[src/ts_pkg.sv]
`default_nettype none

package ts_pkg;

	// stream framing
	localparam int ts_packet_bytes = 188;
	localparam int ts_header_bytes = 4;
	localparam logic [7:0] ts_sync_byte = 8'h47;
	localparam int ts_payload_words = 46;
	localparam int ts_packet_words = 47;
	localparam int ts_stream_latency = 3;

	// register map, word addresses
	localparam int reg_slot = 0;
	localparam int reg_pid = 1;
	localparam int reg_enable = 2;
	localparam int reg_capture = 3;
	localparam int reg_data_base = 128;
	localparam int num_slots = 3;
	localparam logic [31:0] unmapped_tag = 32'hE000_0000;

	localparam int reg_addr_w = 8;
	localparam int word_index_w = 6;

	// field order follows the wire order, sync byte on top
	typedef struct packed {
		logic [7:0]  sync;
		logic        tei;
		logic        pusi;
		logic        prio;
		logic [12:0] pid;
		logic [1:0]  scrambling;
		logic [1:0]  afc;
		logic [3:0]  cc;
	} ts_header_s;

	// bytes[0] is the sync byte
	typedef union packed {
		logic [0:3][7:0] bytes;
		ts_header_s      fields;
	} ts_header_u;

endpackage

`default_nettype wire
[src/ts_if.sv]
`timescale 1ns/1ps
`default_nettype none

interface ts_stream_if;
	import ts_pkg::*;

	logic [7:0] data;
	logic       valid;
	logic       sync;
	logic [7:0] byte_index;
	ts_header_u header;
	logic       header_done;

	modport source (
		output data,
		output valid,
		output sync,
		output byte_index,
		output header,
		output header_done
	);

	modport sink (
		input data,
		input valid,
		input sync,
		input byte_index,
		input header,
		input header_done
	);
endinterface


`default_nettype wire

[src/ts_packet_tracker.sv]
`timescale 1ns/1ps
`default_nettype none

module ts_packet_tracker (
	input  logic        clk,
	input  logic        rst_n,
	input  logic [7:0]  mpeg_data,
	input  logic        mpeg_valid,
	input  logic        mpeg_sync,
	ts_stream_if.source stream
);
	import ts_pkg::*;

	logic       active;
	logic       take;
	logic [7:0] next_index;

	// nothing is counted before the first sync
	assign take = mpeg_valid && (mpeg_sync || active);

	// index of the incoming byte, parks at the last byte
	always_comb begin
		if (mpeg_sync) begin
			next_index = 8'd0;
		end else if (stream.byte_index < 8'(ts_packet_bytes - 1)) begin
			next_index = stream.byte_index + 8'd1;
		end else begin
			next_index = stream.byte_index;
		end
	end

	always_ff @(posedge clk) begin
		if (!rst_n) begin
			active <= 1'b0;
			stream.valid <= 1'b0;
			stream.sync <= 1'b0;
			stream.byte_index <= 8'd0;
			stream.header_done <= 1'b0;
		end else begin
			stream.valid <= mpeg_valid;
			stream.sync <= mpeg_valid && mpeg_sync;
			if (take) begin
				active <= 1'b1;
				stream.byte_index <= next_index;
				if (next_index == 8'(ts_header_bytes - 1)) begin
					stream.header_done <= 1'b1;
				end else if (next_index == 8'd0) begin
					stream.header_done <= 1'b0;
				end
			end
		end
	end

	// header is complete in the same cycle as byte 3
	always_ff @(posedge clk) begin
		stream.data <= mpeg_data;
		if (take && next_index < 8'(ts_header_bytes)) begin
			stream.header.bytes[next_index[1:0]] <= mpeg_data;
		end
	end

endmodule

`default_nettype wire

[src/flat_wrapper.sv]
// flat-port wrapper written by rule: the top's interface ports become plain ports
module ts_packet_tracker_flat import ts_pkg::*;
  (clk, rst_n, mpeg_data, mpeg_valid, mpeg_sync, stream_data, stream_valid, stream_sync, stream_byte_index, stream_header, stream_header_done);
  ts_stream_if stream_i ();
  input  logic clk;
  input  logic rst_n;
  input  logic [7:0] mpeg_data;
  input  logic mpeg_valid;
  input  logic mpeg_sync;
  output wire logic [$bits(stream_i.data)-1:0] stream_data;
  output wire logic [$bits(stream_i.valid)-1:0] stream_valid;
  output wire logic [$bits(stream_i.sync)-1:0] stream_sync;
  output wire logic [$bits(stream_i.byte_index)-1:0] stream_byte_index;
  output wire logic [$bits(stream_i.header)-1:0] stream_header;
  output wire logic [$bits(stream_i.header_done)-1:0] stream_header_done;
  assign stream_data = stream_i.data;
  assign stream_valid = stream_i.valid;
  assign stream_sync = stream_i.sync;
  assign stream_byte_index = stream_i.byte_index;
  assign stream_header = stream_i.header;
  assign stream_header_done = stream_i.header_done;
  ts_packet_tracker u_core (.clk(clk), .rst_n(rst_n), .mpeg_data(mpeg_data), .mpeg_valid(mpeg_valid), .mpeg_sync(mpeg_sync), .stream(stream_i));
endmodule
[config.mk]
export PLATFORM = sky130hd
export DESIGN_NAME = ts_packet_tracker_flat
export DESIGN_NICKNAME = d
export VERILOG_FILES = /design/src/ts_pkg.sv /design/src/ts_if.sv /design/src/ts_packet_tracker.sv /design/src/flat_wrapper.sv
export SDC_FILE = /design/constraint.sdc
export NUM_CORES = 1
export LEC_CHECK = 0
export ABC_CLOCK_PERIOD_IN_PS = 3000
export BUFFER_PORTS_ARGS = -buffer_cell sky130_fd_sc_hd__buf_4
export CAP_MARGIN = 20
export CORE_MARGIN = 5
export CORE_UTILIZATION = 49
export DETAILED_ROUTE_END_ITERATION = 16
export GPL_ROUTABILITY_DRIVEN = 0
export PLACE_DENSITY = 0.75
export SYNTH_ARGS = -nofsm -noshare
export SYNTH_HDL_FRONTEND = slang
export SYNTH_SLANG_ARGS = --single-unit
[constraint.sdc]
create_clock -name clk -period 3 [get_ports clk]
set_clock_uncertainty 0.1 [all_clocks]
set_input_delay 0.6 -clock clk [delete_from_list [all_inputs] [get_ports clk]]
set_output_delay 0.6 -clock clk [all_outputs]
set_load 0.03 [all_outputs]
== Yosys cells after proc, flatten, opt, wreduce, memory -nomap -nowiden ==
Index checks and enable logic that the tools add are counted.

* Register bits: 52
* Output and inout port bits: 51
* Logic and storage cells: 29

* Add/sub/neg operators: 1
* $lt $le $gt $ge: 4
* Equal/unequal tests: 1
* Multiplexer cells: 7
* Bitwise logic cells: 1
* Reductions and logical operators: 8

{| class="wikitable"
|+ Operators by type and width
! operator !! count
|-
| 32-bit bitwise mux || 1
|-
| 8-bit two-way mux || 3
|-
| 8-bit demux with 2-bit select || 1
|-
| 8-bit by 1-bit adder with 8-bit output (second input constant) || 1
|-
| 8-bit by 2-bit equality test with 1-bit output (second input constant) || 1
|-
| 8-bit logical NOT || 1
|-
| 8-bit by 3-bit < comparator with 1-bit output (second input constant) || 1
|-
| 8-bit < comparator (second input constant) || 1
|-
| 1-bit logical AND || 4
|-
| 3-bit >= comparator (second input constant) || 1
|-
| 3-bit by 1-bit < comparator with 1-bit output (second input constant) || 1
|-
| 2-bit NOT with 3-bit output || 1
|-
| 1-bit two-way mux || 2
|-
| 2-bit AND reduction || 1
|-
| 2-bit nonzero test || 1
|-
| 1-bit logical OR || 1
|}

== Logic depth before layout (Yosys ltp) ==
* Depth after elaboration: 9
* Mapped depth: 7

== Worst setup path after synthesis ==
No wires, ideal clock.

* Path kind: reg-to-reg
* Start: register u_core.stream.byte_index[0]
* End: register u_core.stream.header[16] (enable)
* Setup time: 0.383 ns
* Arrival time: 2.293 ns
* Data required time: 2.517 ns
* Path slack: 0.223 ns
* Cell stages (with the launch flop): 7
* Buffers on the path: 0
* Clock period less this slack: 2.777 ns
* Path through: dfxtp_1 ha_1 nor2_1 o21ai_2 xor2_2 or2_2 nor3_1

* Word-level cells in the longest chain between the ends: 5
* Elaborated cells between the ends (all ways): 6
* Those cells by class: add/sub: 1; order compare: 2; mux: 2; reduce/logical: 1

{| class="wikitable"
|+ RTL lines
! item !! RTL line !! RTL
|-
| from (decl) || ts_if.sv:18 || <nowiki>output byte_index,</nowiki>
|-
| from (signal assigned) || ts_packet_tracker.sv:44 || <nowiki>stream.byte_index <= next_index;</nowiki>
|-
| 8-bit by 1-bit adder with 8-bit output or 8-bit < comparator (tied branches) || ts_packet_tracker.sv:26, ts_packet_tracker.sv:25 ||
|-
| 8-bit two-way mux (*) || ts_packet_tracker.sv:25 || <nowiki>end else if (stream.byte_index < 8'(ts_packet_bytes - 1)) begin</nowiki>
|-
| 8-bit two-way mux (*) || ts_packet_tracker.sv:23 || <nowiki>if (mpeg_sync) begin</nowiki>
|-
| 8-bit by 3-bit < comparator with 1-bit output (*) || ts_packet_tracker.sv:57 || <nowiki>if (take && next_index < 8'(ts_header_bytes)) begin</nowiki>
|-
| 1-bit logical AND (*) || ts_packet_tracker.sv:57 ||
|-
| to (decl) || ts_if.sv:19 || <nowiki>output header,</nowiki>
|}

Every way passes the cells marked *; elsewhere a longest branch is shown, timed or not.
A chain may end at the register's enable or synchronous reset.

== Worst setup path in the final report ==
* Start: register u_core.stream.byte_index[0]
* End: register u_core.stream.header[27] (enable)

The elaborated chain is that of the path after synthesis.

==> flow_summary.toml <==
[run_status]
run_status = "finished, final reports clean"

[final_layout]
layout.filler_cells = 297
n_antenna_cell = 0
multiInputGateArea_um2 = 531.8
design.final.nets = 222
drive_gt1_share_pct = 40.67
area_delta_synth_final_pct = 31.35
finalNonFillerCells = 257
layout.area.seq_um2 = 1361

[sta]
finalHoldViolations = 0
period_share_pct = 86.32
post-route-min-period_ns = 2.589
finalMaxSlewViolations = 0
final.setup.tns_ns = 0
number_of_failing_setup_endpoints_in_the_final_timing_report = 0
post-route-worst-setup-slack_ns = 0.4105
unrepaired_setup_endpoints_after_global_routing = "false"
clock.fmax_mhz = 386.2
worst_slew_margin_rel_pct = 51.86
max_slew.worst_pin.slew_ns = 0.7145

[worst_setup_path]
critPathMaxFanout = 9
critical_path.startpoint_type = "flip-flop"
worst_setup_path_end_kind = "flip-flop"
cp.required_ns = 2.82
critical_path.cell_chain = "ha_1, nor2_1, o21ai_2, mux2i_1, a21oi_1, and4bb_1"
worst_path_cell_with_the_longest_stage_delay = "and4bb_1"
critical_path.top_delay_family = "simple AND/OR/NAND/NOR gates"
worstPathArrival_ns = 2.41
critical_path.max_stage_delay_ns = 0.60
path_class = "flip-flop to flip-flop"
cp_num_buf_inv = 0

[min_path]
holdCritPathClass = "input port to flip-flop"

[floorplan]
chipHeight_um = 72.79
effective_utilization_at_floorplan_pct = 51.60
die-area_um2 = 5298
rows = 22
die-width_um = 72.79
core_um2 = 3744
pin_count = 63

[yosys]
ys_ff_latch = 52
synth_sequential_area_ratio_pct = 70.47
yosys_top_cell_area_share_pct = 49.74
synthesis.nets = 155
synth.cells.most_frequent = "32 x edfxtp_1, 20 x dfxtp_1, 15 x nor2_1"
post-synth-top-count-cell = "edfxtp_1"
yosys-mux-area-fraction_pct = 1.619
post_synth_xor_area_fraction_pct = 0.8420
largest_family_of_logic_cells_by_synthesized_area = "simple AND/OR/NAND/NOR gates"
yosys.area_share.adder_pct = 0.6477
synthCells = 142
synth-compound-area-share_pct = 11.59
synth_cell_types = 40
syn_area_um2 = 1932
synth_top_flop_cell = "edfxtp_1"
count_of_flip_flops_with_a_built_in_enable_after_synthesis = 32
synthesis.yosys.warnings = 0
yosys.area_share.simple_pct = 12.82
synth-async-reset-ratio_pct = 0
synth.avg_cell_area_um2 = 13.60
synthTopCellsByArea = "edfxtp_1 50%, dfxtp_1 21%, nor2_1 2.9%, nand2_1 2.3%, a21oi_1 1.8%"
synthDominantAreaCellType = "edfxtp_1"

[route]
number_of_routed_nets_with_antenna_violations = 0
first_iter_violations = 89
routed_wire_length_per_instance_um = 16.52
first_pass_iters = 4
drt-vias-per-instance = 5.327
via_count = 1369
finalWirelength_mm = 4.245
detail_route.drc_violations = 0

[cts]
cts.repair_timing.setup_buffer_count = 0
root_buffer = "clkbuf_8"
post_cts_hold_buffer_count = 0
htreeDepth = 2
tritoncts = "built"
insertion_delay_ns = 0.28
post_cts.resized_instances = 0
clock-sinks = 52
clk_transition_reported_paths_ns = 0.08
ctsLongestPathBuffers = 2
numCtsBuffers = 5

[global_route]
first_global_vias = 1289
grt_antenna_before_repair = 0
grt_util_all_layers_pct = 16.51
globalRouteOverflowTotal = 0
first_pass_grt_wire_length_mm = 6.748
grt_start_max_net_pins = 16

[place]
io_buffer_count = 62
dp_cells = 250
detailed_place_hpwl_mm = 3.357
dp_slack_ns = 0.4391

[power]
power.ir.vdd_worst_mv = 0.5502
leakage_power_summed_over_all_cells_nw = 1.011
power-per-cell-area_nw_per_um2 = 498.6

[flow_run]
max-cap-violations = 0
-- worst paths after layout --
check	end	startpoint	slack, ns	depth (start not counted)
worst max-delay path	u_core.stream.header[27]	u_core.stream.byte_index[0]	0.41	6
worst min-delay path	u_core.stream.data[4]	mpeg_data[4]	0.35	1
worst max register to register	u_core.stream.header[27]	u_core.stream.byte_index[0]	0.41	6
worst min register to register	u_core.stream.header_done	u_core.stream.header_done	0.41	2
-- where the power goes --
group | switching (mW) | total (mW) | internal, mW
Sequential | 0.0102 | 0.789 | 0.779
Clock | 0.195 | 0.353 | 0.158
Combinational | 0.0792 | 0.123 | 0.0439
Total | 0.284 | 1.27 | 0.981
-- state kept, by name, indices dropped and copies added, names as in the netlist --
| register | cells |
|---|---|
| u_core.stream.header_done | 1 |
| u_core.active | 1 |
| u_core.stream.header | 32 |
| u_core.stream.byte_index | 8 |
| u_core.stream.valid | 1 |
| u_core.stream.sync | 1 |
| u_core.stream.data | 8 |
-- kinds of logic (layout without fill, tap and decap cells) --
family                     count (synthesis)  in the layout
buffers and inverters                      8             75
AOI/OAI and AO/OA                         30             30
and+or+nand+nor                           47             47
xor gates and xnor gates                   1              1
adders and majority gates                  1              1
DFF                                       52             52
muxes                                      3              3
-- placed cells by master (no fill, tap or decap), types with 2 or more instances in the layout --
master	n
and2_1	2
nor3_1	3
clkbuf_8	5
buf_4	66
edfxtp_1	32
nand3_1	3
o21ai_0	6
dfxtp_1	20
nor2_1	15
o21a_1	3
o21ai_2	2
nand2_1	12
mux2i_1	2
a21oi_1	7
and3_1	3
a22oi_1	2
inv_1	2
-- cell type report --
class                      instances  area share, %
clock inverter                     2         0.4931
tap                               48          2.367
timing repair buffer              66          19.53
inverter                           2         0.2959
multi-input combinational         82          20.96
sequential                        52          53.65
clock buffer                       5          2.712
-- per-stage QoR --
stage               total power [mW]  hold WS, ns  util [%]  area, µm²
finish                         1.265       0.3480     67.78       2537
detailed placement            0.9287       0.3859     65.61       2456
global route                   1.323       0.3298     67.78       2537
floorplan                     0.8695       0.4210         -       1932
global placement              0.9262       0.3814     65.61       2456
CTS                            1.270       0.3430     67.78       2537
-- metal layers --
layer / up-vias / global-route usage, % / wire (µm)
met5: - / 0 / 0
met4: 0 / 3.074 / 38
met3: 2 / 3.719 / 372
met2: 64 / 27.76 / 2087
met1: 647 / 22.12 / 1747
li1: 656 / - / -
Power figures use the tool's default switching activity.
