### src/ts_pkg.sv
`default_nettype none

package ts_pkg;

	// stream framing
	localparam int ts_packet_bytes = 188;
	localparam int ts_header_bytes = 4;
	localparam logic [7:0] ts_sync_byte = 8'h47;
	localparam int ts_payload_words = 46;
	localparam int ts_packet_words = 47;
	localparam int ts_stream_latency = 3;

	// register map, word addresses
	localparam int reg_slot = 0;
	localparam int reg_pid = 1;
	localparam int reg_enable = 2;
	localparam int reg_capture = 3;
	localparam int reg_data_base = 128;
	localparam int num_slots = 3;
	localparam logic [31:0] unmapped_tag = 32'hE000_0000;

	localparam int reg_addr_w = 8;
	localparam int word_index_w = 6;

	// field order follows the wire order, sync byte on top
	typedef struct packed {
		logic [7:0]  sync;
		logic        tei;
		logic        pusi;
		logic        prio;
		logic [12:0] pid;
		logic [1:0]  scrambling;
		logic [1:0]  afc;
		logic [3:0]  cc;
	} ts_header_s;

	// bytes[0] is the sync byte
	typedef union packed {
		logic [0:3][7:0] bytes;
		ts_header_s      fields;
	} ts_header_u;

endpackage

`default_nettype wire
### src/ts_if.sv
`timescale 1ns/1ps
`default_nettype none


interface filter_cfg_if;
	import ts_pkg::*;

	// one-cycle strobes from the register bank
	logic                    wr_pid;
	logic                    wr_enable;
	logic                    wr_data;
	logic                    capture_req;
	logic [31:0]             wr_word;
	logic [3:0]              wr_strb;
	logic [word_index_w-1:0] wr_index;
	logic [word_index_w-1:0] rd_index;

	// state held by the filter
	logic [12:0]             pid;
	logic                    enable;
	logic [31:0]             rd_word;
	logic                    capture_done;

	modport ctrl (
		output wr_pid, wr_enable, wr_data, capture_req,
		output wr_word, wr_strb, wr_index, rd_index,
		input  pid, enable, rd_word, capture_done
	);

	modport filter (
		input  wr_pid, wr_enable, wr_data, capture_req,
		input  wr_word, wr_strb, wr_index, rd_index,
		output pid, enable, rd_word, capture_done
	);
endinterface

`default_nettype wire

### src/ts_reg_bank.sv
`timescale 1ns/1ps
`default_nettype none

module ts_reg_bank (
	input  logic                          clk,
	input  logic                          rst_n,
	input  logic                          wen,
	input  logic [3:0]                    wstrb,
	input  logic [ts_pkg::reg_addr_w-1:0] waddr,
	input  logic [31:0]                   wdata,
	input  logic                          ren,
	input  logic [ts_pkg::reg_addr_w-1:0] raddr,
	output logic [31:0]                   rdata,
	filter_cfg_if.ctrl                    mon_cfg,
	filter_cfg_if.ctrl                    rep1_cfg,
	filter_cfg_if.ctrl                    rep2_cfg
);
	import ts_pkg::*;

	logic                  wen_q;
	logic [3:0]            wstrb_q;
	logic [reg_addr_w-1:0] waddr_q;
	logic [31:0]           wdata_q;
	logic [1:0]            slot;
	logic [reg_addr_w-1:0] woff;
	logic [reg_addr_w-1:0] roff;
	logic                  pid_hit;
	logic                  enable_hit;
	logic                  data_hit;
	logic                  capture_hit;
	logic [12:0]           sel_pid;
	logic                  sel_enable;
	logic [31:0]           sel_word;
	logic [reg_addr_w-1:0] win_limit;
	logic [31:0]           rd_value;

	// write is captured first, decoded one cycle later
	always_ff @(posedge clk) begin
		if (!rst_n) begin
			wen_q <= 1'b0;
		end else begin
			wen_q <= wen;
		end
	end

	always_ff @(posedge clk) begin
		if (wen) begin
			wstrb_q <= wstrb;
			waddr_q <= waddr;
			wdata_q <= wdata;
		end
	end

	assign woff = waddr_q - reg_addr_w'(reg_data_base);
	assign roff = raddr - reg_addr_w'(reg_data_base);

	assign pid_hit = wen_q && waddr_q == reg_addr_w'(reg_pid);
	assign enable_hit = wen_q && waddr_q == reg_addr_w'(reg_enable);
	assign capture_hit = wen_q && waddr_q == reg_addr_w'(reg_capture);
	// only the replacer window is writable
	assign data_hit = wen_q && waddr_q >= reg_addr_w'(reg_data_base)
		&& woff < reg_addr_w'(ts_payload_words);

	always_ff @(posedge clk) begin
		if (!rst_n) begin
			slot <= 2'd0;
		end else if (wen_q && waddr_q == reg_addr_w'(reg_slot)) begin
			if (wdata_q < 32'(num_slots)) begin
				slot <= wdata_q[1:0];
			end
		end
	end

	assign mon_cfg.wr_pid = pid_hit && slot == 2'd0;
	assign mon_cfg.wr_enable = enable_hit && slot == 2'd0;
	assign mon_cfg.wr_data = data_hit && slot == 2'd0;
	assign mon_cfg.capture_req = capture_hit && slot == 2'd0;
	assign mon_cfg.wr_word = wdata_q;
	assign mon_cfg.wr_strb = wstrb_q;
	assign mon_cfg.wr_index = woff[word_index_w-1:0];
	assign mon_cfg.rd_index = roff[word_index_w-1:0];

	assign rep1_cfg.wr_pid = pid_hit && slot == 2'd1;
	assign rep1_cfg.wr_enable = enable_hit && slot == 2'd1;
	assign rep1_cfg.wr_data = data_hit && slot == 2'd1;
	assign rep1_cfg.capture_req = 1'b0;
	assign rep1_cfg.wr_word = wdata_q;
	assign rep1_cfg.wr_strb = wstrb_q;
	assign rep1_cfg.wr_index = woff[word_index_w-1:0];
	assign rep1_cfg.rd_index = roff[word_index_w-1:0];

	assign rep2_cfg.wr_pid = pid_hit && slot == 2'd2;
	assign rep2_cfg.wr_enable = enable_hit && slot == 2'd2;
	assign rep2_cfg.wr_data = data_hit && slot == 2'd2;
	assign rep2_cfg.capture_req = 1'b0;
	assign rep2_cfg.wr_word = wdata_q;
	assign rep2_cfg.wr_strb = wstrb_q;
	assign rep2_cfg.wr_index = woff[word_index_w-1:0];
	assign rep2_cfg.rd_index = roff[word_index_w-1:0];

	// state of the selected filter
	always_comb begin
		case (slot)
			2'd0: begin
				sel_pid = mon_cfg.pid;
				sel_enable = mon_cfg.enable;
				sel_word = mon_cfg.rd_word;
				win_limit = reg_addr_w'(ts_packet_words);
			end
			2'd1: begin
				sel_pid = rep1_cfg.pid;
				sel_enable = rep1_cfg.enable;
				sel_word = rep1_cfg.rd_word;
				win_limit = reg_addr_w'(ts_payload_words);
			end
			default: begin
				sel_pid = rep2_cfg.pid;
				sel_enable = rep2_cfg.enable;
				sel_word = rep2_cfg.rd_word;
				win_limit = reg_addr_w'(ts_payload_words);
			end
		endcase
	end

	always_comb begin
		rd_value = unmapped_tag | 32'(raddr);
		case (raddr)
			reg_addr_w'(reg_slot): rd_value = 32'(slot);
			reg_addr_w'(reg_pid): rd_value = 32'(sel_pid);
			reg_addr_w'(reg_enable): rd_value = 32'(sel_enable);
			reg_addr_w'(reg_capture): rd_value = 32'(slot == 2'd0 && mon_cfg.capture_done);
			default: begin
				if (raddr >= reg_addr_w'(reg_data_base) && roff < win_limit) begin
					rd_value = sel_word;
				end
			end
		endcase
	end

	always_ff @(posedge clk) begin
		if (!rst_n) begin
			rdata <= 32'd0;
		end else if (ren) begin
			rdata <= rd_value;
		end
	end

endmodule

`default_nettype wire

### src/flat_wrapper.sv
// flat-port wrapper written by rule: the top's interface ports become plain ports
module ts_reg_bank_flat import ts_pkg::*;
  (clk, rst_n, wen, wstrb, waddr, wdata, ren, raddr, rdata, mon_cfg_wr_pid, mon_cfg_wr_enable, mon_cfg_wr_data, mon_cfg_capture_req, mon_cfg_wr_word, mon_cfg_wr_strb, mon_cfg_wr_index, mon_cfg_rd_index, mon_cfg_pid, mon_cfg_enable, mon_cfg_rd_word, mon_cfg_capture_done, rep1_cfg_wr_pid, rep1_cfg_wr_enable, rep1_cfg_wr_data, rep1_cfg_capture_req, rep1_cfg_wr_word, rep1_cfg_wr_strb, rep1_cfg_wr_index, rep1_cfg_rd_index, rep1_cfg_pid, rep1_cfg_enable, rep1_cfg_rd_word, rep1_cfg_capture_done, rep2_cfg_wr_pid, rep2_cfg_wr_enable, rep2_cfg_wr_data, rep2_cfg_capture_req, rep2_cfg_wr_word, rep2_cfg_wr_strb, rep2_cfg_wr_index, rep2_cfg_rd_index, rep2_cfg_pid, rep2_cfg_enable, rep2_cfg_rd_word, rep2_cfg_capture_done);
  filter_cfg_if mon_cfg_i ();
  filter_cfg_if rep1_cfg_i ();
  filter_cfg_if rep2_cfg_i ();
  input  logic clk;
  input  logic rst_n;
  input  logic wen;
  input  logic [3:0] wstrb;
  input  logic [ts_pkg::reg_addr_w-1:0] waddr;
  input  logic [31:0] wdata;
  input  logic ren;
  input  logic [ts_pkg::reg_addr_w-1:0] raddr;
  output logic [31:0] rdata;
  output wire logic [$bits(mon_cfg_i.wr_pid)-1:0] mon_cfg_wr_pid;
  output wire logic [$bits(mon_cfg_i.wr_enable)-1:0] mon_cfg_wr_enable;
  output wire logic [$bits(mon_cfg_i.wr_data)-1:0] mon_cfg_wr_data;
  output wire logic [$bits(mon_cfg_i.capture_req)-1:0] mon_cfg_capture_req;
  output wire logic [$bits(mon_cfg_i.wr_word)-1:0] mon_cfg_wr_word;
  output wire logic [$bits(mon_cfg_i.wr_strb)-1:0] mon_cfg_wr_strb;
  output wire logic [$bits(mon_cfg_i.wr_index)-1:0] mon_cfg_wr_index;
  output wire logic [$bits(mon_cfg_i.rd_index)-1:0] mon_cfg_rd_index;
  input wire logic [$bits(mon_cfg_i.pid)-1:0] mon_cfg_pid;
  input wire logic [$bits(mon_cfg_i.enable)-1:0] mon_cfg_enable;
  input wire logic [$bits(mon_cfg_i.rd_word)-1:0] mon_cfg_rd_word;
  input wire logic [$bits(mon_cfg_i.capture_done)-1:0] mon_cfg_capture_done;
  output wire logic [$bits(rep1_cfg_i.wr_pid)-1:0] rep1_cfg_wr_pid;
  output wire logic [$bits(rep1_cfg_i.wr_enable)-1:0] rep1_cfg_wr_enable;
  output wire logic [$bits(rep1_cfg_i.wr_data)-1:0] rep1_cfg_wr_data;
  output wire logic [$bits(rep1_cfg_i.capture_req)-1:0] rep1_cfg_capture_req;
  output wire logic [$bits(rep1_cfg_i.wr_word)-1:0] rep1_cfg_wr_word;
  output wire logic [$bits(rep1_cfg_i.wr_strb)-1:0] rep1_cfg_wr_strb;
  output wire logic [$bits(rep1_cfg_i.wr_index)-1:0] rep1_cfg_wr_index;
  output wire logic [$bits(rep1_cfg_i.rd_index)-1:0] rep1_cfg_rd_index;
  input wire logic [$bits(rep1_cfg_i.pid)-1:0] rep1_cfg_pid;
  input wire logic [$bits(rep1_cfg_i.enable)-1:0] rep1_cfg_enable;
  input wire logic [$bits(rep1_cfg_i.rd_word)-1:0] rep1_cfg_rd_word;
  input wire logic [$bits(rep1_cfg_i.capture_done)-1:0] rep1_cfg_capture_done;
  output wire logic [$bits(rep2_cfg_i.wr_pid)-1:0] rep2_cfg_wr_pid;
  output wire logic [$bits(rep2_cfg_i.wr_enable)-1:0] rep2_cfg_wr_enable;
  output wire logic [$bits(rep2_cfg_i.wr_data)-1:0] rep2_cfg_wr_data;
  output wire logic [$bits(rep2_cfg_i.capture_req)-1:0] rep2_cfg_capture_req;
  output wire logic [$bits(rep2_cfg_i.wr_word)-1:0] rep2_cfg_wr_word;
  output wire logic [$bits(rep2_cfg_i.wr_strb)-1:0] rep2_cfg_wr_strb;
  output wire logic [$bits(rep2_cfg_i.wr_index)-1:0] rep2_cfg_wr_index;
  output wire logic [$bits(rep2_cfg_i.rd_index)-1:0] rep2_cfg_rd_index;
  input wire logic [$bits(rep2_cfg_i.pid)-1:0] rep2_cfg_pid;
  input wire logic [$bits(rep2_cfg_i.enable)-1:0] rep2_cfg_enable;
  input wire logic [$bits(rep2_cfg_i.rd_word)-1:0] rep2_cfg_rd_word;
  input wire logic [$bits(rep2_cfg_i.capture_done)-1:0] rep2_cfg_capture_done;
  assign mon_cfg_wr_pid = mon_cfg_i.wr_pid;
  assign mon_cfg_wr_enable = mon_cfg_i.wr_enable;
  assign mon_cfg_wr_data = mon_cfg_i.wr_data;
  assign mon_cfg_capture_req = mon_cfg_i.capture_req;
  assign mon_cfg_wr_word = mon_cfg_i.wr_word;
  assign mon_cfg_wr_strb = mon_cfg_i.wr_strb;
  assign mon_cfg_wr_index = mon_cfg_i.wr_index;
  assign mon_cfg_rd_index = mon_cfg_i.rd_index;
  assign mon_cfg_i.pid = mon_cfg_pid;
  assign mon_cfg_i.enable = mon_cfg_enable;
  assign mon_cfg_i.rd_word = mon_cfg_rd_word;
  assign mon_cfg_i.capture_done = mon_cfg_capture_done;
  assign rep1_cfg_wr_pid = rep1_cfg_i.wr_pid;
  assign rep1_cfg_wr_enable = rep1_cfg_i.wr_enable;
  assign rep1_cfg_wr_data = rep1_cfg_i.wr_data;
  assign rep1_cfg_capture_req = rep1_cfg_i.capture_req;
  assign rep1_cfg_wr_word = rep1_cfg_i.wr_word;
  assign rep1_cfg_wr_strb = rep1_cfg_i.wr_strb;
  assign rep1_cfg_wr_index = rep1_cfg_i.wr_index;
  assign rep1_cfg_rd_index = rep1_cfg_i.rd_index;
  assign rep1_cfg_i.pid = rep1_cfg_pid;
  assign rep1_cfg_i.enable = rep1_cfg_enable;
  assign rep1_cfg_i.rd_word = rep1_cfg_rd_word;
  assign rep1_cfg_i.capture_done = rep1_cfg_capture_done;
  assign rep2_cfg_wr_pid = rep2_cfg_i.wr_pid;
  assign rep2_cfg_wr_enable = rep2_cfg_i.wr_enable;
  assign rep2_cfg_wr_data = rep2_cfg_i.wr_data;
  assign rep2_cfg_capture_req = rep2_cfg_i.capture_req;
  assign rep2_cfg_wr_word = rep2_cfg_i.wr_word;
  assign rep2_cfg_wr_strb = rep2_cfg_i.wr_strb;
  assign rep2_cfg_wr_index = rep2_cfg_i.wr_index;
  assign rep2_cfg_rd_index = rep2_cfg_i.rd_index;
  assign rep2_cfg_i.pid = rep2_cfg_pid;
  assign rep2_cfg_i.enable = rep2_cfg_enable;
  assign rep2_cfg_i.rd_word = rep2_cfg_rd_word;
  assign rep2_cfg_i.capture_done = rep2_cfg_capture_done;
  ts_reg_bank u_core (.clk(clk), .rst_n(rst_n), .wen(wen), .wstrb(wstrb), .waddr(waddr), .wdata(wdata), .ren(ren), .raddr(raddr), .rdata(rdata), .mon_cfg(mon_cfg_i), .rep1_cfg(rep1_cfg_i), .rep2_cfg(rep2_cfg_i));
endmodule
### config.mk
export PLATFORM = sky130hd
export DESIGN_NAME = ts_reg_bank_flat
export DESIGN_NICKNAME = d
export VERILOG_FILES = /design/src/ts_pkg.sv /design/src/ts_if.sv /design/src/ts_reg_bank.sv /design/src/flat_wrapper.sv
export SDC_FILE = /design/constraint.sdc
export NUM_CORES = 1
export LEC_CHECK = 0
export BUFFER_PORTS_ARGS = -buffer_cell sky130_fd_sc_hd__clkbuf_2
export CAP_MARGIN = 5
export CORE_AREA = 2 2 148 150
export DETAILED_ROUTE_END_ITERATION = 8
export DIE_AREA = 0 0 150 152
export HOLD_SLACK_MARGIN = 0.03
export PLACE_DENSITY = 0.48
export SYNTH_ARGS = -nofsm -noshare
export SYNTH_HDL_FRONTEND = slang
export SYNTH_SLANG_ARGS = --single-unit
### constraint.sdc
create_clock -name clk -period 4.3 [get_ports clk]
set_input_delay 0.86 -clock clk [delete_from_list [all_inputs] [get_ports clk]]
set_output_delay 0.86 -clock clk [all_outputs]
set_load 0.05 [all_outputs]
==> Yosys cells after proc, flatten, opt, wreduce, memory -nomap -nowiden <==
Index checks and enable logic that the tools add are counted.
{ "totals": {"ff_bits": 79, "elab_cells": 49} }
{ "classes": {"addsub": 2, "order_cmp": 5, "n_eq_ne": 8, "n_mux": 6, "n_reduce_logical": 22} }
{ "op_table": {"columns": ["operator", "count"], "rows": [
  ["one-hot mux 32 bit (4 select lines)", 1],
  ["one-hot mux 32 bit (2 select lines)", 1],
  ["equality test 8 x 2 -> 1 bit, second input constant", 4],
  ["< comparator 32 x 2 -> 1 bit, second input constant", 1],
  ["two-way mux 32 bit", 1],
  ["one-hot mux 13 bit (2 select lines)", 1],
  ["logical AND 1 bit", 18],
  ["equality test 8 x 1 -> 1 bit, second input constant", 2],
  [">= comparator 8 bit, second input constant", 2],
  ["zero test 8 bit", 2],
  ["subtractor 8 bit, second input constant", 2],
  ["< comparator 8 x 6 -> 1 bit", 1],
  ["< comparator 8 x 6 -> 1 bit, second input constant", 1],
  ["equality test 2 x 1 -> 1 bit, second input constant", 1],
  ["equality test 2 bit, second input constant", 1],
  ["zero test 2 bit", 1],
  ["one-hot mux 1 bit (2 select lines)", 1],
  ["AND reduction 2 bit", 1],
  ["two-way mux 1 bit", 1]
]} }

==> Logic depth before layout (Yosys ltp) <==
{ "logic_depth": {"ltp_word": 6, "mapped_depth": 7, "ltp_nobuf": 4} }

==> Least setup slack after synthesis <==
No wires, ideal clock.
{ "synth_timing": {"path_type": "register to output", "start": "register u_core.waddr_q[3]", "end": "output mon_cfg_wr_pid", "arrival_ns": 2.155, "required_ns": 3.440, "setup_slack_ns": 1.285, "stages_incl_launch_ff": 4, "cell_sequence": "edfxtp_1 > nor4b_1 > nand3_1 > nor3_1"} }
{ "synth_via": {"elab_chain_cells": 3} }
{ "synth_lines": {"columns": ["element", "line", "text"], "rows": [
  ["start: declaration", "ts_reg_bank.sv:22", "logic [reg_addr_w-1:0] waddr_q;"],
  ["start signal: assignment", "ts_reg_bank.sv:49", "waddr_q <= waddr;"],
  ["equality test 8 x 1 -> 1 bit", "ts_reg_bank.sv:57", "assign pid_hit = wen_q && waddr_q == reg_addr_w'(reg_pid);"],
  ["logical AND 1 bit", "ts_reg_bank.sv:57", null],
  ["logical AND 1 bit", "ts_reg_bank.sv:74", "assign mon_cfg.wr_pid = pid_hit && slot == 2'd0;"],
  ["end: declaration", "flat_wrapper.sv:16", "output wire logic [$bits(mon_cfg_i.wr_pid)-1:0] mon_cfg_wr_pid;"]
]} }
Every way passes these cells.

==> Final worst setup path <==
Same ends and word-level chain as after synthesis.

==> out/metrics.yaml <==
status:
  status: "finished, final reports clean"
clock_network:
  holdBufCountCts: 0
  root_buffer: "clkbuf_16"
  clock_latency_ns: 0.34
  path_clk_slew_ns: 0.07
  cts_resized: 0
  clock_path_buffers: 2
  numCtsBuffers: 9
  clock_sinks: 79
  tritoncts: "yes"
  post_cts_buffers: 0
  htreeDepth: 3
sta:
  skew_ns: 0.00588
  fmax_mhz: 319
  finalMaxSlewViolations: 0
  rsz0062_at_grt: "no"
  fin_setup_tns_ns: 0
  slew_headroom_pct: 48.6
  final-hold-violation-count: 0
  worst_pin_slew_ns: 0.771
  hold_ws_ns: 0.465
  setup_viol: 0
  min_period_ns: 3.14
  finalCritPeriodShare_pct: 73.0
job:
  maxCapViolations: 0
route:
  wire_per_inst_um: 16.4
  avgViaCountPerCell: 4.37
  drt_first_pass_iters: 4
  routed_wl_mm: 17.5
  vias: 4642
  drc: 0
  ant_nets: 0
  drtIter0Drc: 198
final_layout:
  final_nets: 974
  post-route-util_pct: 30.4
  drive_gt1_share_pct: 52.9
  syn2layout_area_growth_pct: 34.7
  final_common_cell: "clkbuf_2"
  multi_input_area_um2: 1830
  most-common-layout-cells: "380 x clkbuf_2, 71 x nand2_1, 45 x mux2i_1"
  fillers: 2357
  diodes: 0
  seq_area_um2: 2030
synth:
  seq_area_frac_synth_pct: 42.0
  synth_area_per_cell_um2: 9.32
  synth_edf_count: 44
  synth_top_area_share_pct: 27.4
  ys.warnings.count: 0
  synth_flop_cell: "edfxtp_1"
  ys_async_sr_fraction_pct: 0
  synth_area_um2: 4820
  ys_types: 50
  yosysTopAreaCell: "edfxtp_1"
  ys_top_cells_by_area: "edfxtp_1 27%, buf_4 17%, dfxtp_1 15%, mux2i_1 9.3%, nand2_1 5.5%"
  synthCells: 517
  ys_seq_elements: 79
grt:
  grt_pass1_vias: 4334
  grt_overflow_total: 0
  antenna_found_initial: 0
  track_usage_pct: 14.8
  grt_pass1_wl_mm: 25.5
  grt_max_degree: 53
pwr:
  total_power_uw: 2420
  p_leak_uw: 0.00295
  p_per_area_nw_per_um2: 372
  irDropWorstVdd_v: 0.000163
worst_setup_path:
  cpPeakStageDelay_ns: 0.69
  cp-start-kind: "register"
  crit_fanout: 5
  endpoint_kind: "primary output"
  crit_arrival_ns: 2.28
  critical_path_buf_inv_count: 1
  cp_slowest_cell: "nor4b_1"
  critPathKind: "register to primary output"
  required_ns: 3.44
  timing.critical_path.cells: "nor4b_1 -> nand3_1 -> nor3_1 -> clkbuf_2"
  cp_top_family: "simple AND/OR/NAND/NOR gates"
floorplan:
  rows: 54
  ioPinCount: 385
  dieArea_um2: 22800
  initial_utilization_pct: 22.6
  fp.dieH_um: 152
  fp.coreArea_um2: 21400
  die_width_um: 150
placement:
  globalplace.congestion: 0.765
  portBuffers: 380
  place_hpwl_mm: 13.8
worst_hold_path:
  hold_class: "register to register"
==> per-layer routing <==
layer,vias up,share of wire [%],GRT usage (%)
li1,2275,-,-
met1,2097,39,16.5
met2,252,53,27.9
met3,18,6.7,3.27
met4,0,1.8,4.22
met5,-,0,0
==> cell type report <==
cell class,count,share of cell area (%)
clock buffer,10,3.86
sequential,79,31.2
clock inverter,6,0.771
multi-input combinational,294,28.2
inverter,5,0.289
timing repair buffer,388,30.2
tap,280,5.40
==> kinds of logic (layout without fill, tap and decap cells) <==
kind of cell | count (synthesis) | after routing | share of synthesized area [%]
compound gates | 114 | 114 | 15.2
buf+inv | 145 | 409 | 20.1
flops | 79 | 79 | 42.0
mux | 48 | 48 | 10.0
other cells | 1 | 2 | 0.0778
simple gates | 130 | 130 | 12.6
==> state kept, by name, summed over array words and instances (netlist names) <==
name,flops
u_core.mon_cfg.wr_word,32
u_core.rdata,32
u_core.waddr_q,8
u_core.mon_cfg.wr_strb,4
u_core.slot,2
u_core.wen_q,1
==> per-stage QoR <==
stage / setup WS (ns) / instance area (um2) / std cells
detailed placement: 1.42 / 6190 / 1046
finish: 1.16 / 6490 / 1062
floorplan: 1.28 / 4820 / 518
global route: 0.953 / 6490 / 1062
global placement: 1.46 / 6190 / 1046
CTS: 1.15 / 6490 / 1062
==> worst register-to-register path: stages (launching register included) <==
cell and delay (ns):
edfxtp_1 0.47, nor4b_1 0.69, nand4_1 0.29, nor4_1 0.58, mux2i_1 0.27
==> final timing paths <==
kind,startpoint,end,slack [ns],cells after the start
worst min-delay path,u_core.rdata[21]$_SDFFE_PN0P_,u_core.rdata[21]$_SDFFE_PN0P_,0.46,2
worst max register to register,u_core.waddr_q[3]$_DFFE_PP_,u_core.slot[1]$_SDFFE_PN0P_,1.93,4
worst max-delay path,u_core.waddr_q[3]$_DFFE_PP_,mon_cfg_wr_pid,1.16,4
worst min register to register,u_core.rdata[21]$_SDFFE_PN0P_,u_core.rdata[21]$_SDFFE_PN0P_,0.46,2
==> cells in the mapped netlist (all sizes together) (5+ instances only) <==
master / count
edfxtp: 44
mux2i: 45
o21ai: 43
dfxtp: 35
nand2: 71
a221oi: 8
nand3: 7
clkbuf: 20
nor4: 10
a21oi: 25
o2111ai: 16
o211ai: 5
buf: 120
nor2: 16
==> power by group <==
group          internal [uW]  switching (uW)
sequential               850            53.0
clock                    435             352
combinational            171             556
Note: power is estimated with default switching activity, not from simulation.
