[config.mk]
export PLATFORM = sky130hd
export DESIGN_NAME = ts_pid_monitor_flat
export DESIGN_NICKNAME = d
export VERILOG_FILES = /design/src/ts_pkg.sv /design/src/ts_if.sv /design/src/ts_pid_monitor.sv /design/src/flat_wrapper.sv
export SDC_FILE = /design/constraint.sdc
export NUM_CORES = 1
export LEC_CHECK = 0
export BUFFER_PORTS_ARGS = -buffer_cell sky130_fd_sc_hd__clkbuf_2
export CORE_MARGIN = 10
export CORE_UTILIZATION = 25
export CTS_CLUSTER_DIAMETER = 120
export DETAILED_ROUTE_END_ITERATION = 10
export GPL_TIMING_DRIVEN = 0
export HOLD_SLACK_MARGIN = 0.06
export PLACE_DENSITY = 0.37
export SYNTH_ARGS = -nofsm -noshare
export SYNTH_HDL_FRONTEND = slang
export SYNTH_SLANG_ARGS = --single-unit
[constraint.sdc]
create_clock -name clk -period 8.6 [get_ports clk]
set_clock_uncertainty 0.1 [all_clocks]
set_input_delay 0.86 -clock clk [delete_from_list [all_inputs] [get_ports clk]]
set_output_delay 0.86 -clock clk [all_outputs]
set_load 0.02 [all_outputs]
[src/ts_pkg.sv]
`default_nettype none

package ts_pkg;

	// stream framing
	localparam int ts_packet_bytes = 188;
	localparam int ts_header_bytes = 4;
	localparam logic [7:0] ts_sync_byte = 8'h47;
	localparam int ts_payload_words = 46;
	localparam int ts_packet_words = 47;
	localparam int ts_stream_latency = 3;

	// register map, word addresses
	localparam int reg_slot = 0;
	localparam int reg_pid = 1;
	localparam int reg_enable = 2;
	localparam int reg_capture = 3;
	localparam int reg_data_base = 128;
	localparam int num_slots = 3;
	localparam logic [31:0] unmapped_tag = 32'hE000_0000;

	localparam int reg_addr_w = 8;
	localparam int word_index_w = 6;

	// field order follows the wire order, sync byte on top
	typedef struct packed {
		logic [7:0]  sync;
		logic        tei;
		logic        pusi;
		logic        prio;
		logic [12:0] pid;
		logic [1:0]  scrambling;
		logic [1:0]  afc;
		logic [3:0]  cc;
	} ts_header_s;

	// bytes[0] is the sync byte
	typedef union packed {
		logic [0:3][7:0] bytes;
		ts_header_s      fields;
	} ts_header_u;

endpackage

`default_nettype wire
[src/ts_if.sv]
`timescale 1ns/1ps
`default_nettype none

interface ts_stream_if;
	import ts_pkg::*;

	logic [7:0] data;
	logic       valid;
	logic       sync;
	logic [7:0] byte_index;
	ts_header_u header;
	logic       header_done;

	modport source (
		output data,
		output valid,
		output sync,
		output byte_index,
		output header,
		output header_done
	);

	modport sink (
		input data,
		input valid,
		input sync,
		input byte_index,
		input header,
		input header_done
	);
endinterface

interface filter_cfg_if;
	import ts_pkg::*;

	// one-cycle strobes from the register bank
	logic                    wr_pid;
	logic                    wr_enable;
	logic                    wr_data;
	logic                    capture_req;
	logic [31:0]             wr_word;
	logic [3:0]              wr_strb;
	logic [word_index_w-1:0] wr_index;
	logic [word_index_w-1:0] rd_index;

	// state held by the filter
	logic [12:0]             pid;
	logic                    enable;
	logic [31:0]             rd_word;
	logic                    capture_done;

	modport ctrl (
		output wr_pid, wr_enable, wr_data, capture_req,
		output wr_word, wr_strb, wr_index, rd_index,
		input  pid, enable, rd_word, capture_done
	);

	modport filter (
		input  wr_pid, wr_enable, wr_data, capture_req,
		input  wr_word, wr_strb, wr_index, rd_index,
		output pid, enable, rd_word, capture_done
	);
endinterface

`default_nettype wire

[src/ts_pid_monitor.sv]
`timescale 1ns/1ps
`default_nettype none

module ts_pid_monitor (
	input  logic         clk,
	input  logic         rst_n,
	ts_stream_if.sink    stream,
	filter_cfg_if.filter cfg
);
	import ts_pkg::*;

	logic [31:0] capture_mem [0:ts_packet_words-1];
	logic [12:0] pid;
	logic        enable;
	logic        armed;
	logic        capturing;
	logic        capture_done;
	logic        header_hit;
	logic        last_byte;

	assign cfg.pid = pid;
	assign cfg.enable = enable;
	assign cfg.rd_word = capture_mem[cfg.rd_index];
	assign cfg.capture_done = capture_done;

	// decision taken on the last header byte
	assign header_hit = stream.valid && stream.header_done
		&& stream.byte_index == 8'(ts_header_bytes - 1)
		&& armed && enable && stream.header.fields.pid == pid;
	assign last_byte = stream.valid && capturing
		&& stream.byte_index == 8'(ts_packet_bytes - 1);

	always_ff @(posedge clk) begin
		if (!rst_n) begin
			pid <= 13'd0;
			enable <= 1'b0;
			armed <= 1'b0;
			capturing <= 1'b0;
			capture_done <= 1'b0;
		end else begin
			if (cfg.wr_pid) begin
				pid <= cfg.wr_word[12:0];
			end
			if (cfg.wr_enable) begin
				enable <= cfg.wr_word[0];
			end
			if (cfg.capture_req) begin
				armed <= 1'b1;
				capturing <= 1'b0;
				capture_done <= 1'b0;
			end else if (header_hit) begin
				capturing <= 1'b1;
			end else if (last_byte) begin
				capturing <= 1'b0;
				armed <= 1'b0;
				capture_done <= 1'b1;
			end else if (stream.valid && stream.sync) begin
				// short packet, wait for the next header
				capturing <= 1'b0;
			end
		end
	end

	always_ff @(posedge clk) begin
		if (header_hit && !cfg.capture_req) begin
			capture_mem[0] <= {stream.header.bytes[3], stream.header.bytes[2],
				stream.header.bytes[1], stream.header.bytes[0]};
		end else if (capturing && stream.valid
			&& stream.byte_index >= 8'(ts_header_bytes)) begin
			capture_mem[stream.byte_index[7:2]][8*stream.byte_index[1:0] +: 8] <= stream.data;
		end
	end

endmodule

`default_nettype wire

[src/flat_wrapper.sv]
// flat-port wrapper written by rule: the top's interface ports become plain ports
module ts_pid_monitor_flat import ts_pkg::*;
  (clk, rst_n, stream_data, stream_valid, stream_sync, stream_byte_index, stream_header, stream_header_done, cfg_wr_pid, cfg_wr_enable, cfg_wr_data, cfg_capture_req, cfg_wr_word, cfg_wr_strb, cfg_wr_index, cfg_rd_index, cfg_pid, cfg_enable, cfg_rd_word, cfg_capture_done);
  ts_stream_if stream_i ();
  filter_cfg_if cfg_i ();
  input  logic clk;
  input  logic rst_n;
  input wire logic [$bits(stream_i.data)-1:0] stream_data;
  input wire logic [$bits(stream_i.valid)-1:0] stream_valid;
  input wire logic [$bits(stream_i.sync)-1:0] stream_sync;
  input wire logic [$bits(stream_i.byte_index)-1:0] stream_byte_index;
  input wire logic [$bits(stream_i.header)-1:0] stream_header;
  input wire logic [$bits(stream_i.header_done)-1:0] stream_header_done;
  input wire logic [$bits(cfg_i.wr_pid)-1:0] cfg_wr_pid;
  input wire logic [$bits(cfg_i.wr_enable)-1:0] cfg_wr_enable;
  input wire logic [$bits(cfg_i.wr_data)-1:0] cfg_wr_data;
  input wire logic [$bits(cfg_i.capture_req)-1:0] cfg_capture_req;
  input wire logic [$bits(cfg_i.wr_word)-1:0] cfg_wr_word;
  input wire logic [$bits(cfg_i.wr_strb)-1:0] cfg_wr_strb;
  input wire logic [$bits(cfg_i.wr_index)-1:0] cfg_wr_index;
  input wire logic [$bits(cfg_i.rd_index)-1:0] cfg_rd_index;
  output wire logic [$bits(cfg_i.pid)-1:0] cfg_pid;
  output wire logic [$bits(cfg_i.enable)-1:0] cfg_enable;
  output wire logic [$bits(cfg_i.rd_word)-1:0] cfg_rd_word;
  output wire logic [$bits(cfg_i.capture_done)-1:0] cfg_capture_done;
  assign stream_i.data = stream_data;
  assign stream_i.valid = stream_valid;
  assign stream_i.sync = stream_sync;
  assign stream_i.byte_index = stream_byte_index;
  assign stream_i.header = stream_header;
  assign stream_i.header_done = stream_header_done;
  assign cfg_i.wr_pid = cfg_wr_pid;
  assign cfg_i.wr_enable = cfg_wr_enable;
  assign cfg_i.wr_data = cfg_wr_data;
  assign cfg_i.capture_req = cfg_capture_req;
  assign cfg_i.wr_word = cfg_wr_word;
  assign cfg_i.wr_strb = cfg_wr_strb;
  assign cfg_i.wr_index = cfg_wr_index;
  assign cfg_i.rd_index = cfg_rd_index;
  assign cfg_pid = cfg_i.pid;
  assign cfg_enable = cfg_i.enable;
  assign cfg_rd_word = cfg_i.rd_word;
  assign cfg_capture_done = cfg_i.capture_done;
  ts_pid_monitor u_core (.clk(clk), .rst_n(rst_n), .stream(stream_i), .cfg(cfg_i));
endmodule
### After elaboration in Yosys (flattened, before gate mapping)

Memories as Yosys holds them, arrays and structs flattened.
Index checks and enable logic that the tools add are counted.

* add/sub/neg operators: 1
* multipliers: 0
* div/mod/pow operators: 0
* magnitude comparators: 1
* eq/ne operators: 4
* shift-type cells: 2
* muxes and demuxes: 14
* bitwise logic cells: 2
* reduce and logical (&&, ||, !) cells: 17

Operators by type and width (number)
* 32-bit 2-to-1 mux: 3
* 5-bit negator with 34-bit output: 1
* 8-bit by 34-bit variable shift with 32-bit output (first input constant): 1
* 8-bit by 34-bit indexed part select with 32-bit output: 1
* 32-bit OR reduction: 1
* 13-bit == test: 1
* 1-bit logical AND: 10
* 1-bit 2-to-1 mux: 10
* 8-bit by 2-bit == test with 1-bit output (second input constant): 1
* 8-bit == test (second input constant): 1
* 8-bit by 3-bit >= comparator with 1-bit output (second input constant): 1
* 6-bit 2-to-1 mux: 1
* 2-bit AND reduction: 2
* 3-bit nonzero test: 1
* 2-bit != test (second input constant): 1
* 1-bit inverter: 2
* 2-bit nonzero test: 1
* 2-bit OR reduction: 1
* 1-bit logical NOT: 1

* bits in registers: 17
* latch bits: 0
* memory bits (writable): 1504
* bits in read-only memories: 0
* bits of input ports: 105
* output and inout port bits: 47
* logic and storage cells: 47
* memories kept: 1

Memories
* u_core.capture_mem: depth 47, width 32, read ports 1, clocked after memory_dff 0, wr ports 1, line ts_pid_monitor.sv:12 `logic [31:0] capture_mem [0:ts_packet_words-1];`

### Logic depth before layout (Yosys ltp)

Gate-level depths: netlist of run 1.

* word-level depth: 10
* gate-level depth with buffers: 10
* depth with buffers taken out: 7

### Worst setup path after synthesis of run 1

Ideal clock, no wire load.

* path kind: input to register
* start point: in stream_byte_index[0]
* end point: mem u_core.capture_mem[0][0] (data pin)
* setup time: 0.570 ns
* data arrival time: 3.787 ns
* required time: 7.930 ns
* path slack: 4.143 ns
* cell stages on the path: 5
* path buffers: 0
* cell sequence: inv_1 -> ha_1 -> nor3b_1 -> nand2_1 -> o21ai_0

* longest elaborated chain between the ends: 10
* elaborated cells on any way between the ends: 16
* classes of those cells: 1 x add/sub; 1 x order compare; 1 x eq/ne; 2 x shift; 4 x mux; 7 x reduce/logical

Ends and longest elaborated chain
* from (decl): line flat_wrapper.sv:11 `input wire logic [$bits(stream_i.byte_index)-1:0] stream_byte_index;`
* branches (longest 9 deep; another with 5-bit negator with 34-bit output)
* 32-bit 2-to-1 mux (no line) (*)
* to (decl): line ts_pid_monitor.sv:12

Every way passes the cells marked *.

### Worst setup path in the final report of run 1

* start point: in cfg_rd_index[0]
* end point: out cfg_rd_word[31]

* longest elaborated chain between the ends: 1

Ends and longest elaborated chain
* from (decl): line flat_wrapper.sv:21 `input wire logic [$bits(cfg_i.rd_index)-1:0] cfg_rd_index;`
* memory read 47 x 32 bit
* to (decl): line flat_wrapper.sv:24 `output wire logic [$bits(cfg_i.rd_word)-1:0] cfg_rd_word;`

Every way passes these cells.

==> results of run 1 <==
==> path summary, 6_finish.rpt <==
kind | startpoint | end | slack, ns
setup / recovery | cfg_rd_index[0] | cfg_rd_word[31] | 2.16
hold / removal | cfg_wr_word[5] | u_core.cfg.pid[5]$_SDFFE_PN0P_ | 0.17
setup reg to reg | u_core.cfg.pid[12]$_SDFFE_PN0P_ | u_core.capture_mem[30][18]$_DFFE_PP_ | 3.60
hold reg to reg | u_core.cfg.enable$_SDFFE_PN0P_ | u_core.cfg.enable$_SDFFE_PN0P_ | 0.43
==> placed cells by master, fill, tap and decap left out, drive strengths merged, types with 43 or more instances in the layout <==
master	n
edfxtp	1504
clkbuf	453
mux4	320
mux2i	174
buf	151
nand2	145
nor3	111
nor2	97
nor2b	93
clkinv	72
o21ai	64
a211oi	58
a21oi	43
==> layer usage <==
metal	GRT usage [%]	vias to the layer above	part of all wire, %
met5	0	-	0
met2	27.51	696	51
li1	-	13330	-
met1	19.07	16480	41
met4	5.709	0	3.8
met3	2.755	288	4.1
==> cell families after synthesis <==
| logic type | count (synthesis) | share of synthesized area [%] |
|---|---|---|
| buf+inv | 206 | 1.443 |
| simple gates | 509 | 4.086 |
| compound gates | 301 | 3.568 |
| mux | 501 | 15.00 |
| xor+xnor | 12 | 0.1747 |
| flops | 1521 | 75.62 |
| fa+ha+maj | 5 | 0.1040 |
==> stage by stage <==
step | util [%] | hold slack (ns) | power [mW] | instance area, um2 | setup WS [ns]
finish | 30.06 | 0.1724 | 16.34 | 72170 | 2.163
global route | 30.06 | 0.1464 | 16.88 | 72170 | 2.077
CTS | 30.02 | 0.1018 | 16.56 | 72070 | 2.158
detailed placement | 27.76 | 0.4184 | 9.316 | 66640 | 2.157
global placement | 26.95 | 0.4005 | 9.292 | 64710 | -1.079
floorplan | - | 0.4276 | 8.803 | 60170 | 4.143
==> synthesized netlist by cell type (5+ instances only) <==
| master | count |
|---|---|
| a211o_1 | 25 |
| a211oi_1 | 58 |
| a21oi_1 | 39 |
| a221oi_1 | 32 |
| a31oi_1 | 7 |
| a41oi_1 | 25 |
| and2_1 | 9 |
| buf_1 | 23 |
| buf_2 | 52 |
| clkbuf_1 | 119 |
| dfxtp_1 | 17 |
| edfxtp_1 | 1504 |
| ha_1 | 5 |
| inv_1 | 7 |
| mux2_2 | 7 |
| mux2i_1 | 174 |
| mux4_2 | 320 |
| nand2_1 | 145 |
| nand3_1 | 14 |
| nor2_1 | 97 |
| nor2b_1 | 93 |
| nor3_1 | 111 |
| nor4_1 | 6 |
| o211ai_1 | 8 |
| o21ai_0 | 64 |
| o22a_1 | 32 |
| or3_1 | 9 |
| xor2_1 | 10 |
==> sequential cells by signal, summed over array words and instances, names as in the netlist <==
name,count
u_core.cfg.pid,13
u_core.cfg.capture_done,1
u_core.capture_mem,1504
u_core.armed,1
u_core.capturing,1
u_core.cfg.enable,1
==> final cells by class <==
cell class	count	share of cell area, %
tap	3185	5.522
buffer	199	1.179
antenna	4	0.01387
multi-input combinational	1328	20.32
inverter	7	0.03641
timing repair buffer	184	2.353
sequential	1521	63.05
clock buffer	221	6.425
clock inverter	96	1.106
==> tightest hold or removal path, cell delays in order <==
cell	delay, ns
clkbuf_2	0.07
mux2i_1	0.05
nor2_1	0.07
==> power by group <==
part           switching (mW)  internal [mW]
clock network            3.10           4.11
registers             0.00721           8.15
logic                   0.668          0.313
==> results.toml, run 1 <==
[floorplanning]
die_h_um = 510.6
boundaryPins = 152
std_cell_rows = 180
dieArea_mm2 = 0.2607
die_x_um = 510.6
core-area_mm2 = 0.2401
initial_core_util_pct = 25.06

[drt]
drt_wl_total_um = 208600
drc_errors = 0
drt_iter0_drc = 2304
vias = 30790
antenna_left = 0
wl_per_cell_um = 30.93
routed_via_density = 4.564
first_pass_iters = 5

[grt]
grt_pass1_vias = 32440
antenna_found_initial = 14
overflow = 0
groute.usage.overall_pct = 15.60
grt_max_degree = 36
grt_pass1_wl_um = 283700

[critical_path]
crit_slowest_cell = "a21oi_1"
max_stage_delay_ns = 0.86
crit_path_max_fanout = 10
cp_top_family = "buffers and inverters"
reg2regPathDepth = 7
start_kind = "input port"
cpMostUsedCell = "buf_2"
required_ns = 7.64
critPathKind = "input port to primary output"
end_kind = "primary output"
worst-path-buf-inv = 6
worst-path-stages = 10
cp.arrival_ns = 5.48
cp_cell_sequence = "buf_2 > buf_2 > buf_2 > buf_2 > buf_2 > mux2i_1 > a221oi_1 > a41oi_1 > a21oi_1 > clkbuf_2"

[finish]
finalNonFillerCells = 6745
area_growth_pct = 19.94
layout.nets = 3526
seq_area_mm2 = 0.04550
multi_input_area_mm2 = 0.01466
fillers = 23680
drive_gt1_share_pct = 26.57

[placement]
dp_cells = 6421
io_buffers = 110
hpwl_um = 155000
gp_congestion = 0.8222

[timing]
tightest_slew_ns = 1.436
finalCritPeriodShare_pct = 74.85
grt_setup_unrepaired = "false"
hold_violations = 0
max_freq_ghz = 0.1554
slew_headroom_pct = 4.297
setup_viol = 0
totalNegativeSetupSlack_ns = 0
period_needed_ns = 6.437
slew_violations = 0

[yosys]
async_flop_share_pct = 0
ys_seq_elements = 1521
synth_area_mm2 = 0.06017
synth_area_leaders = "edfxtp_1, mux4_2, mux2i_1"
synth_edf_count = 1504
ys_seq_area_share_pct = 75.62
netlist-cell-type-count = 48
synth_top_flop_cell = "edfxtp_1"
synth_top_cell_by_area = "edfxtp_1"
avgSynthCellArea_um2 = 19.70
syn-num-nets = 3165
synthCells = 3055
yosys_warnings = 0
synth_top_area_share_pct = 75.06

[clock_tree]
numCtsBuffers = 175
cts_root_buffer = "clkbuf_16"
cts_tree = "built"
htreeDepth = 4
cts_sinks = 1521
clock_latency_ns = 0.82
postCtsSetupBuffers = 0
clk_pin_slew_worst_paths_ns = 0.05
clockBufferDepth = 3
ctsResizeCount = 0
hold_buffers = 0

[power]
power.leakage_nw = 22.16
max-vdd-ir-drop_uv = 173.9
power_density_mw_per_mm2 = 226.4

[hold_path]
hold_depth = 3
hp-class = "input port to flop"

[status]
status = "completed"

[run]
maxCapViolations = 0
Note: power is estimated with default switching activity, not from simulation.
==> run 2, diff against run 1 <==
Settings changed: ABC_AREA from default to 1, PLACE_DENSITY 0.37 to 0.38.
Clock period 8.6 ns to 5.71 ns, I/O delays scaled along.
==> run 2 against run 1 <==
Compared with the run above:
- clock-buffer cell count is 12 lower
- register-to-register slack worse by 2.0 ns
- sequential share of layout area is 2.0 points lower
- sequential power is 51% higher
- combinational power is 100% higher
- final area is 3.3% higher
- utilization is 0.093 points lower
- synthesized cell count is 78% higher
- critical path type unchanged
==> results.toml, run 2 <==
[status]
status = "completed"

[yosys]
synth_most_common_cell = "nand2_1"
synth_top_cell_by_area = "edfxtp_1"
ys_seq_area_share_pct = 72.83
avgSynthCellArea_um2 = 11.46
synth_top_flop_cell = "edfxtp_1"
ys_top_cells_by_count = "nand2_1, edfxtp_1, nand3_1"
synth_area_leaders = "edfxtp_1, nand2_1, nand3_1"
async_flop_share_pct = 0
synthCells = 5453
ys_seq_elements = 1521
yosys_warnings = 0
netlist-cell-type-count = 26
synth_top_area_share_pct = 72.29
synth_edf_count = 1504
syn-num-nets = 5563
synth_area_mm2 = 0.06248

[placement]
placed_cell_area_mm2 = 0.06891
hpwl_um = 197000
gp_congestion = 1.003
io_buffers = 116

[finish]
layout_commonest_cell = "nand2_1"
seq_area_mm2 = 0.04550
layout.nets = 5945
multi_input_area_mm2 = 0.01552
drive_gt1_share_pct = 10.15
fillers = 25780
final_core_util_pct = 29.97
fin_area_mm2 = 0.07452
area_growth_pct = 19.28
reg_top3 = "u_core.capture_mem x1504, u_core.cfg.pid x13"
largest_reg_flops = 1504
layout_common_cells = "nand2_1, edfxtp_1, nand3_1"
top_register = "u_core.capture_mem"

[timing]
hold_violations = 0
period_needed_ns = 4.941
setup_viol = 0
max_freq_ghz = 0.2024
finalCritPeriodShare_pct = 86.52
slew_headroom_pct = 7.441
tightest_slew_ns = 1.388
grt_setup_unrepaired = "false"
slew_violations = 0

[critical_path]
cp.arrival_ns = 4.27
required_ns = 5.04
start_kind = "input port"
reg2regPathDepth = 9
cpMostUsedCell = "nand3_1"
cp_cell_sequence = "buf_2 > clkinv_1 > clkbuf_2 > clkbuf_1 > nand3_1 > nand3_1 > nand2_1 > nand2_1 > nand3_1 > nand3_1 > nand2_1 > clkbuf_2"
crit_slowest_cell = "clkbuf_2"
end_kind = "primary output"
max_stage_delay_ns = 0.58
critPathKind = "input port to primary output"
crit_path_max_fanout = 10

[grt]
grt_pass1_wl_um = 363900
antenna_found_initial = 31
grt_max_degree = 48
overflow = 0
grt_pass1_vias = 42970
groute.usage.overall_pct = 19.16

[drt]
antenna_left = 0
wl_met2_um = 120000
drt_iter0_drc = 5206
first_pass_iters = 6
vias = 44960
routed_via_density = 4.830
wl_per_cell_um = 28.86
drt_wl_total_um = 268600
wl_met3_um = 19450
topRoutingLayerUsed = "met5"
drc_errors = 0
wl_met1_um = 118100

[clock_tree]
htreeDepth = 4
clk_pin_slew_worst_paths_ns = 0.06
cts_root_buffer = "clkbuf_16"
numCtsBuffers = 170
clock_latency_ns = 0.83
ctsResizeCount = 0
postCtsSetupBuffers = 0
cts_sinks = 1521
cts_tree = "built"
clockBufferDepth = 3

[floorplanning]
initial_core_util_pct = 25.13
core-area_mm2 = 0.2487
dieArea_mm2 = 0.2703
die_h_um = 519.9
die_x_um = 519.9
boundaryPins = 152
std_cell_rows = 183

[run]
maxCapViolations = 0

[power]
power.leakage_nw = 25.80
p_int_mw = 18.82
switchingPower_mw = 6.220
p_clk_share_pct = 43.0
p_sw_share_pct = 24.84
power_density_mw_per_mm2 = 336.1
p_total_mw = 25.04
p_seq_share_pct = 49.0
power_frac_comb_pct = 8.0
max-vdd-ir-drop_uv = 342.7

[hold_path]
hp-class = "input port to flop"
hold_depth = 3
==> run 2: changes by cell type after synthesis, moves of 109 or more <==
cell     previous run  this run
nand3_1            14      1129
nor2_1             97       323
nand2_1           145      1731
mux2i_1           174         0
nor3_1            111         2
mux4_2            320         0
==> run 2: worst max-delay path: cells and delay by family <==
kind | cells | cell delay [ns]
buffers and inverters | 5 | 1.99
and+or+nand+nor | 7 | 1.64
==> run 2: power groups by stage <==
stage / Sequential [mW] / Clock (mW) / Combinational [mW]
floorplan: 12.5 / 0 / 0.866
global placement: 12.6 / 0 / 1.87
detailed placement: 12.5 / 0 / 1.98
CTS: 12.3 / 10.9 / 2.00
global route: 12.3 / 11.3 / 2.11
finish: 12.3 / 10.8 / 2.01
==> run 2: area by class of cell <==
| cell class | count | area share, % |
|---|---|---|
| Clock buffer | 209 | 6.019 |
| Inverter | 88 | 0.4433 |
| Multi-Input combinational cell | 3491 | 20.83 |
| Buffer | 353 | 2.016 |
| Clock inverter | 97 | 1.068 |
| Tap cell | 3330 | 5.591 |
| Antenna cell | 9 | 0.03022 |
| Timing Repair Buffer | 210 | 2.938 |
| Sequential cell | 1521 | 61.06 |
==> run 2: layer usage <==
metal / GRT usage [%] / vias to the layer above
met5: 0 / -
met4: 7.103 / 16
met3: 3.698 / 348
met2: 29.99 / 1778
met1: 26.31 / 22830
li1: - / 19990
==> run 2: path summary, 6_finish.rpt <==
path	startpoint	end	slack, ns
min	stream_header[3]	u_core.capture_mem[35][27]$_DFFE_PP_	0.14
min reg2reg	u_core.cfg.capture_done$_SDFFE_PP0P_	u_core.cfg.capture_done$_SDFFE_PP0P_	0.38
max	cfg_rd_index[1]	cfg_rd_word[10]	0.77
max reg2reg	u_core.capturing$_SDFFE_PP0P_	u_core.capture_mem[35][30]$_DFFE_PP_	1.60
==> run 2: cell families after synthesis <==
logic type / Yosys count / share of synthesized area, %
flops: 1521 / 72.83
fa+ha+maj: 5 / 0.1001
compound gates: 282 / 2.531
buf+inv: 441 / 2.928
simple gates: 3201 / 21.57
xor+xnor: 3 / 0.04206
==> run 2: repair_timing <==
action,4_1_cts,5_1_grt
setup endpoints to repair,0,0
hold endpoints to repair,17,0
hold buffers,29,0
==> run 2: per-stage QoR <==
stage,setup WS [ns],hold WS (ns),std cells,setup TNS [ns]
after floorplan,1.662,0.3612,5453,0
after global placement,-5.310,0.3649,8899,-4466.17
after detailed placement,0.8520,0.3812,8963,0
after CTS,0.8463,0.1055,9298,0
after global routing,0.7860,0.1413,9302,0
final,0.7695,0.1432,9308,0
